==> src/hdl/ahb_mem_settings.svh <==
// Build-time settings for the AHB-Lite memory subsystem
// Include this wherever bank geometry or wait-state counts are needed
`ifndef AHB_MEM_SETTINGS_SVH
`define AHB_MEM_SETTINGS_SVH

// Number of memory banks, a power of two
`define AHB_MEM_BANKS 4

// 64-bit words held by each bank, a power of two
`define AHB_MEM_BANK_WORDS 64

// Fixed wait states per data phase, chosen by HPROT[0]
`define AHB_MEM_DATA_WAIT 2
`define AHB_MEM_INSTR_WAIT 0

// Widths of the word index and the bank number
`define AHB_MEM_IDX_W ($clog2(`AHB_MEM_BANK_WORDS))
`define AHB_MEM_BANK_W ($clog2(`AHB_MEM_BANKS))

`endif

==> src/hdl/ahb_mem_pkg.sv <==
// Shared types for the AHB-Lite memory subsystem
// Modules import what they need with a wildcard import in their header
`include "ahb_mem_settings.svh"

package ahb_mem_pkg;

  // Bus address, read either as a flat word or as memory fields
  // A nonzero upper field lies outside the memory
  typedef union packed {
    logic [31:0] raw;
    struct packed {
      logic [31-`AHB_MEM_BANK_W-`AHB_MEM_IDX_W-3:0] upper;
      logic [`AHB_MEM_BANK_W-1:0]                   bank;
      logic [`AHB_MEM_IDX_W-1:0]                    index;
      logic [2:0]                                   offset;
    } fields;
  } ahb_addr_u;

  typedef enum logic [1:0] {
    IDLE   = 2'b00,
    BUSY   = 2'b01,
    NONSEQ = 2'b10,
    SEQ    = 2'b11
  } htrans_e;

  typedef enum logic [2:0] {
    BYTE  = 3'b000,
    HALF  = 3'b001,
    WORD  = 3'b010,
    DWORD = 3'b011
  } hsize_e;

  typedef enum logic {
    OKAY  = 1'b0,
    ERROR = 1'b1
  } hresp_e;

endpackage

==> src/hdl/ahb_bank_if.sv <==
// Request and response signals between the decoder, one memory bank and the mux
// One instance per bank; the top level drives wdata and ready from the bus
`timescale 1ns/100ps
`include "ahb_mem_settings.svh"

interface ahb_bank_if
  import ahb_mem_pkg::*;
();

  // Address phase, from the decoder
  logic                        sel;
  logic [`AHB_MEM_IDX_W+2:0]   addr;
  hsize_e                      size;
  logic                        write;
  logic                        prot;
  logic                        active;

  // Data phase, straight from the bus
  logic [63:0]                 wdata;
  logic                        ready;

  // Bank response
  logic [63:0]                 rdata;
  logic                        readyout;

  modport dec (output sel, addr, size, write, prot, active);

  modport bank (
    input  sel, addr, size, write, prot, active, wdata, ready,
    output rdata, readyout
  );

  modport mux (input rdata, readyout);

endinterface

==> src/hdl/ahb_mem_bank.sv <==
// One 64-bit memory bank behind the AHB-Lite decoder
// Writes bytes under a size/offset strobe and stalls the data phase a fixed
// number of cycles, chosen by HPROT[0]
`timescale 1ns/100ps
`include "ahb_mem_settings.svh"

module ahb_mem_bank
  import ahb_mem_pkg::*;
(
  input logic      HCLK,
  input logic      HRESETn,
  ahb_bank_if.bank port
);

  localparam int IDX_W    = `AHB_MEM_IDX_W;
  localparam int WAIT_MAX = (`AHB_MEM_DATA_WAIT > `AHB_MEM_INSTR_WAIT) ?
                            `AHB_MEM_DATA_WAIT : `AHB_MEM_INSTR_WAIT;
  localparam int CNT_W    = (WAIT_MAX > 0) ? $clog2(WAIT_MAX + 1) : 1;

  localparam logic [CNT_W-1:0] DATA_WAIT  = CNT_W'(`AHB_MEM_DATA_WAIT);
  localparam logic [CNT_W-1:0] INSTR_WAIT = CNT_W'(`AHB_MEM_INSTR_WAIT);

  logic [63:0]      mem [`AHB_MEM_BANK_WORDS];
  logic [IDX_W-1:0] idx_q;
  logic [2:0]       off_q;
  hsize_e           size_q;
  logic             write_q;
  logic [CNT_W-1:0] wait_cnt;
  logic [7:0]       strb;
  logic             start;

  // A real transfer to this bank is starting its data phase
  assign start = port.sel & port.active;

  // Latch the request for the data phase
  always_ff @(posedge HCLK) begin
    if (port.sel) begin
      idx_q  <= port.addr[IDX_W+2:3];
      off_q  <= port.addr[2:0];
      size_q <= port.size;
    end
  end

  always_ff @(posedge HCLK or negedge HRESETn) begin
    if (!HRESETn) begin
      write_q  <= 1'b0;
      wait_cnt <= '0;
    end else begin
      // Any completing data phase clears a pending write, so it commits once
      if (port.ready) begin
        write_q <= start & port.write;
      end
      if (start) begin
        wait_cnt <= port.prot ? DATA_WAIT : INSTR_WAIT;
      end else if (wait_cnt != '0) begin
        wait_cnt <= wait_cnt - 1'b1;
      end
    end
  end

  // Byte lanes touched by the transfer, aligned to its size
  always_comb begin
    case (size_q)
      BYTE:    strb = 8'h01 << off_q;
      HALF:    strb = 8'h03 << {off_q[2:1], 1'b0};
      WORD:    strb = 8'h0f << {off_q[2], 2'b00};
      default: strb = 8'hff;
    endcase
  end

  // Write data is valid on the edge that ends the data phase
  always_ff @(posedge HCLK) begin
    if (write_q && port.ready) begin
      for (int b = 0; b < 8; b++) begin
        if (strb[b]) begin
          mem[idx_q][b*8 +: 8] <= port.wdata[b*8 +: 8];
        end
      end
    end
  end

  // Combinational read, so a write just before is already visible
  assign port.rdata    = mem[idx_q];
  assign port.readyout = (wait_cnt == '0);

endmodule

==> src/flat_wrapper.sv <==
// flat-port wrapper written by rule: the top's interface ports become plain ports
module ahb_mem_bank_flat import ahb_mem_pkg::*;
  (HCLK, HRESETn, port_sel, port_addr, port_size, port_write, port_prot, port_active, port_wdata, port_ready, port_rdata, port_readyout);
  ahb_bank_if port_i ();
  input logic HCLK;
  input logic HRESETn;
  input wire logic [$bits(port_i.sel)-1:0] port_sel;
  input wire logic [$bits(port_i.addr)-1:0] port_addr;
  input wire logic [$bits(port_i.size)-1:0] port_size;
  input wire logic [$bits(port_i.write)-1:0] port_write;
  input wire logic [$bits(port_i.prot)-1:0] port_prot;
  input wire logic [$bits(port_i.active)-1:0] port_active;
  input wire logic [$bits(port_i.wdata)-1:0] port_wdata;
  input wire logic [$bits(port_i.ready)-1:0] port_ready;
  output wire logic [$bits(port_i.rdata)-1:0] port_rdata;
  output wire logic [$bits(port_i.readyout)-1:0] port_readyout;
  assign port_i.sel = port_sel;
  assign port_i.addr = port_addr;
  assign port_i.size = port_size;
  assign port_i.write = port_write;
  assign port_i.prot = port_prot;
  assign port_i.active = port_active;
  assign port_i.wdata = port_wdata;
  assign port_i.ready = port_ready;
  assign port_rdata = port_i.rdata;
  assign port_readyout = port_i.readyout;
  ahb_mem_bank u_core (.HCLK(HCLK), .HRESETn(HRESETn), .port(port_i));
endmodule
==> config.mk <==
export PLATFORM = sky130hd
export DESIGN_NAME = ahb_mem_bank_flat
export DESIGN_NICKNAME = d
export VERILOG_FILES = /design/src/hdl/ahb_mem_pkg.sv /design/src/hdl/ahb_bank_if.sv /design/src/hdl/ahb_mem_bank.sv /design/src/flat_wrapper.sv
export VERILOG_INCLUDE_DIRS = /design/src /design/src/hdl
export SDC_FILE = /design/constraint.sdc
export NUM_CORES = 2
export LEC_CHECK = 0
export BUFFER_PORTS_ARGS = -buffer_cell sky130_fd_sc_hd__buf_2
export CORE_ASPECT_RATIO = 2
export CORE_MARGIN = 2
export CORE_UTILIZATION = 45
export CTS_BUF_LIST = sky130_fd_sc_hd__clkbuf_8
export DETAILED_ROUTE_END_ITERATION = 10
export SLEW_MARGIN = 20
export SYNTH_ARGS = -nofsm -noshare
export SYNTH_HDL_FRONTEND = slang
export SYNTH_SLANG_ARGS = --single-unit
==> constraint.sdc <==
create_clock -name HCLK -period 2.75 [get_ports HCLK]
set_input_delay 0.1375 -clock HCLK [delete_from_list [all_inputs] [get_ports HCLK]]
set_output_delay 0.1375 -clock HCLK [all_outputs]
set_load 0.01 [all_outputs]
==> flow_summary.ini <==
[status]
status = finished with violations
violations = negative setup slack

[setup_path]
worstPathMaxFanout = 13
end_kind = primary output
required_ps = 2610
path_buf_inv = 4
path_common_cell = buf_12
criticalPathCategory = reg2out
cpMaxStageDelayCell = nor4_4
arrival_ps = 3800
path_cells = buf_4, nand2_1, or2_4, buf_12, buf_12, o22ai_1, nor4_4, o22a_4, buf_6
crit_path_start_kind = flop
cp_top_family = simple AND/OR/NAND/NOR gates
slowest_delay_ps = 700

[floorplanning]
die_w_um = 423
start_util = 0.452
rows = 307
dieArea_um2 = 356000
fp.coreArea_um2 = 349000
io_pins = 148
die_y_um = 841

[clocking]
clock-sinks = 4117
clock_latency_ps = 1080
clock-root-buffer = clkbuf_8
clock_path_buffers = 4
cts_inserted_buffers = 559
clkTransAtPathRegs_ps = 70
htreeDepth = 6
cts_tree = yes

[yosys]
synthSimpleGateAreaFrac = 0.0236
synth_area_um2 = 158000
synth_top_area_frac = 0.782
ys.flop_type = edfxtp_1
synth_compound_area_frac = 0.0264
synth.net_count = 7285
synth_async_sr_flop_share = 0.000729
synth-edff-count = 4108
synth_fa_ha_area_frac = 0.0000793
yosys_warnings = 0
seq_area_frac_synth = 0.783
synth.most_common_cell = edfxtp_1
synthTopCellsByArea = edfxtp_1 78%, mux4_2 14%, nor2_1 1.4%
muxShareOfSynthArea = 0.151
yosysTopAreaCell = edfxtp_1
synthCells = 7201
synth_cell_types = 46
syn-mean-instance-area_um2 = 21.9
ys_top_cells_by_count = 4108 x edfxtp_1, 988 x mux4_2, 603 x nor2_1
synth_xor_area_frac = 0.0000555
ys_ff_latch = 4117
synth_top_family_by_area = multiplexers

[timing]
fmax_ghz = 0.254
min_period_over_period = 1.43
maxSlewViolCount = 0
max_slew_margin = 0.224
clock_skew_ps = 80.4
period_needed_ps = 3940
tightestPinTransition_ps = 1160
rsz0062_at_grt = yes
setup_ws_ps = -1190
finalSetupViolCount = 64
finalHoldViolCount = 0

[power]
ir_worst_vdd_uv = 405
p_leak_nw = 60.7
power_density_nw_per_um2 = 676

[detailed_routing]
avgViaCountPerCell = 6.00
vias = 82958
wl_per_cell_um = 35.5
dr.pass1.iters = 5
wl_mm = 490
remaining_drc_errors = 0
drt-initial-drc-count = 9355
drtAntennaViolNets = 0

[placement]
place_area_um2 = 171000
dpl.hpwl_mm = 332
dpl_worst_slack_ps = -752
dp.cells = 12529
gp_congestion = 0.892
port_buffers = 147

[global_route]
grt_max_degree = 65
grt_overflow_total = 0
first_global_vias = 86745
antenna_found_initial = 32
grt_use_total = 0.273
grt_pass1_wl_mm = 672

[cells_and_area]
fin_area_um2 = 189000
fin_cells = 13816
layout.nets = 8844
area_growth_pct = 20.0
seqCellArea_um2 = 124000
n_fill_cell = 26574
drive_gt1_frac = 0.381
multiInputGateArea_um2 = 35300

[hold_path]
holdCritPathClass = in2reg

[job]
drv_cap = 0
stage by stage:
stage | TNS [ps] | total power, mW | util | hold slack, ps
after floorplan | 0 | 76.2 | - | -158
after global placement | -11930 | 82.8 | 0.491 | -67.0
after detailed placement | -10920 | 83.0 | 0.491 | -61.5
after CTS | -70850 | 128 | 0.537 | 2.50
after global routing | -65380 | 131 | 0.542 | 78.0
final | -61320 | 128 | 0.542 | 89.5
per-layer routing:
metal  vias to the layer above  global-route usage  wire (um)
met5                         -                   0        137
met4                        18               0.187      37000
met3                      1123              0.0495      36600
met2                      4068               0.482     258000
met1                     44220               0.297     158000
li1                      33529                   -          -
repair_timing:
item / in CTS / in global routing
cloned: 23 / 7
hold buffers: 104 / 0
hold endpoints to repair: 4108 / 0
resized for setup: 614 / 280
setup endpoints to repair: 161 / 279
pin swaps: 94 / 96
setup buffers: 146 / 88
area by class of cell:
type | count | area share
sequential | 4117 | 0.652
multi-input combinational | 2655 | 0.186
timing repair buffer | 1422 | 0.0769
clock buffer | 592 | 0.0430
tap | 4635 | 0.0306
clock inverter | 365 | 0.0105
antenna | 25 | 0.000330
inverter | 5 | 0.0000991
registers in the layout, summed over array words and instances, names as in the netlist, named ones only:
| register | flops |
|---|---|
| u_core.size_q | 3 |
| u_core.off_q | 3 |
| u_core.mem | 4096 |
| u_core.wait_cnt | 2 |
| u_core.write_q | 1 |
| u_core.idx_q | 6 |
cells in the final DEF, fill, tap and decap left out, types with 22 or more instances in the layout:
cell type      synthesis  final
buf_12                 5    169
o221ai_1              55     33
nor2_2                 1     70
clkbuf_8               0    592
o221ai_2              18     39
o22ai_2                0    123
buf_4                 91    835
buf_2                128    103
dlygate4sd3_1          0    104
a21oi_1               56     37
clkinv_2               0     35
o21ai_0               74     57
nor3_1                63     52
inv_1                  5    168
nand2_1              118    107
buf_8                  2     36
edfxtp_1            4108   4108
mux4_2               988    988
buf_6                 32    123
o22a_1                51     30
nor2_1               603    530
diode_2                0     25
buf_16                 0     41
clkinv_1               0    124
o22ai_1              286    110
mux2_2                24     22
nor4_4                 0     28
o22ai_4                0     53
mux2i_1              136    118
where the power goes:
group / total, mW / leakage [nW] / internal [mW] / switching (mW)
registers: 69.1 / 37.0 / 69.1 / 0.0711
logic: 14.9 / 18.0 / 6.53 / 8.34
clock network: 44.1 / 5.75 / 21.5 / 22.6
path summary, 6_finish.rpt:
path / slack [ps] / depth (start not counted) / start / endpoint
worst max register to register: 10 / 5 / u_core.idx_q[2]$_DFFE_PP_ / u_core.mem[56][28]$_DFFE_PP_
worst max-delay path: -1190 / 9 / flop / port_rdata[3]
max in group asynchronous: 2100 / 4 / HRESETn / u_core.write_q$_DFFE_PN0P_
worst min-delay path: 90 / 2 / port_wdata[34] / u_core.mem[48][34]$_DFFE_PP_
worst min register to register: 730 / 2 / u_core.idx_q[3]$_DFFE_PP_ / flop
min in group asynchronous: 500 / 4 / HRESETn / u_core.wait_cnt[0]$_DFFE_PN0P_
cells by family (layout without fill, tap and decap cells):
family | after synthesis | after routing
multiplexers | 1148 | 1148
buffers and inverters | 429 | 2384
AND/OR/NAND/NOR | 892 | 892
adder cells (fa/ha/maj) | 1 | 1
other | 0 | 25
AO/OA/AOI/OAI | 613 | 613
XOR/XNOR | 1 | 1
flip-flops | 4117 | 4117
(Power assumes the default switching activity.)
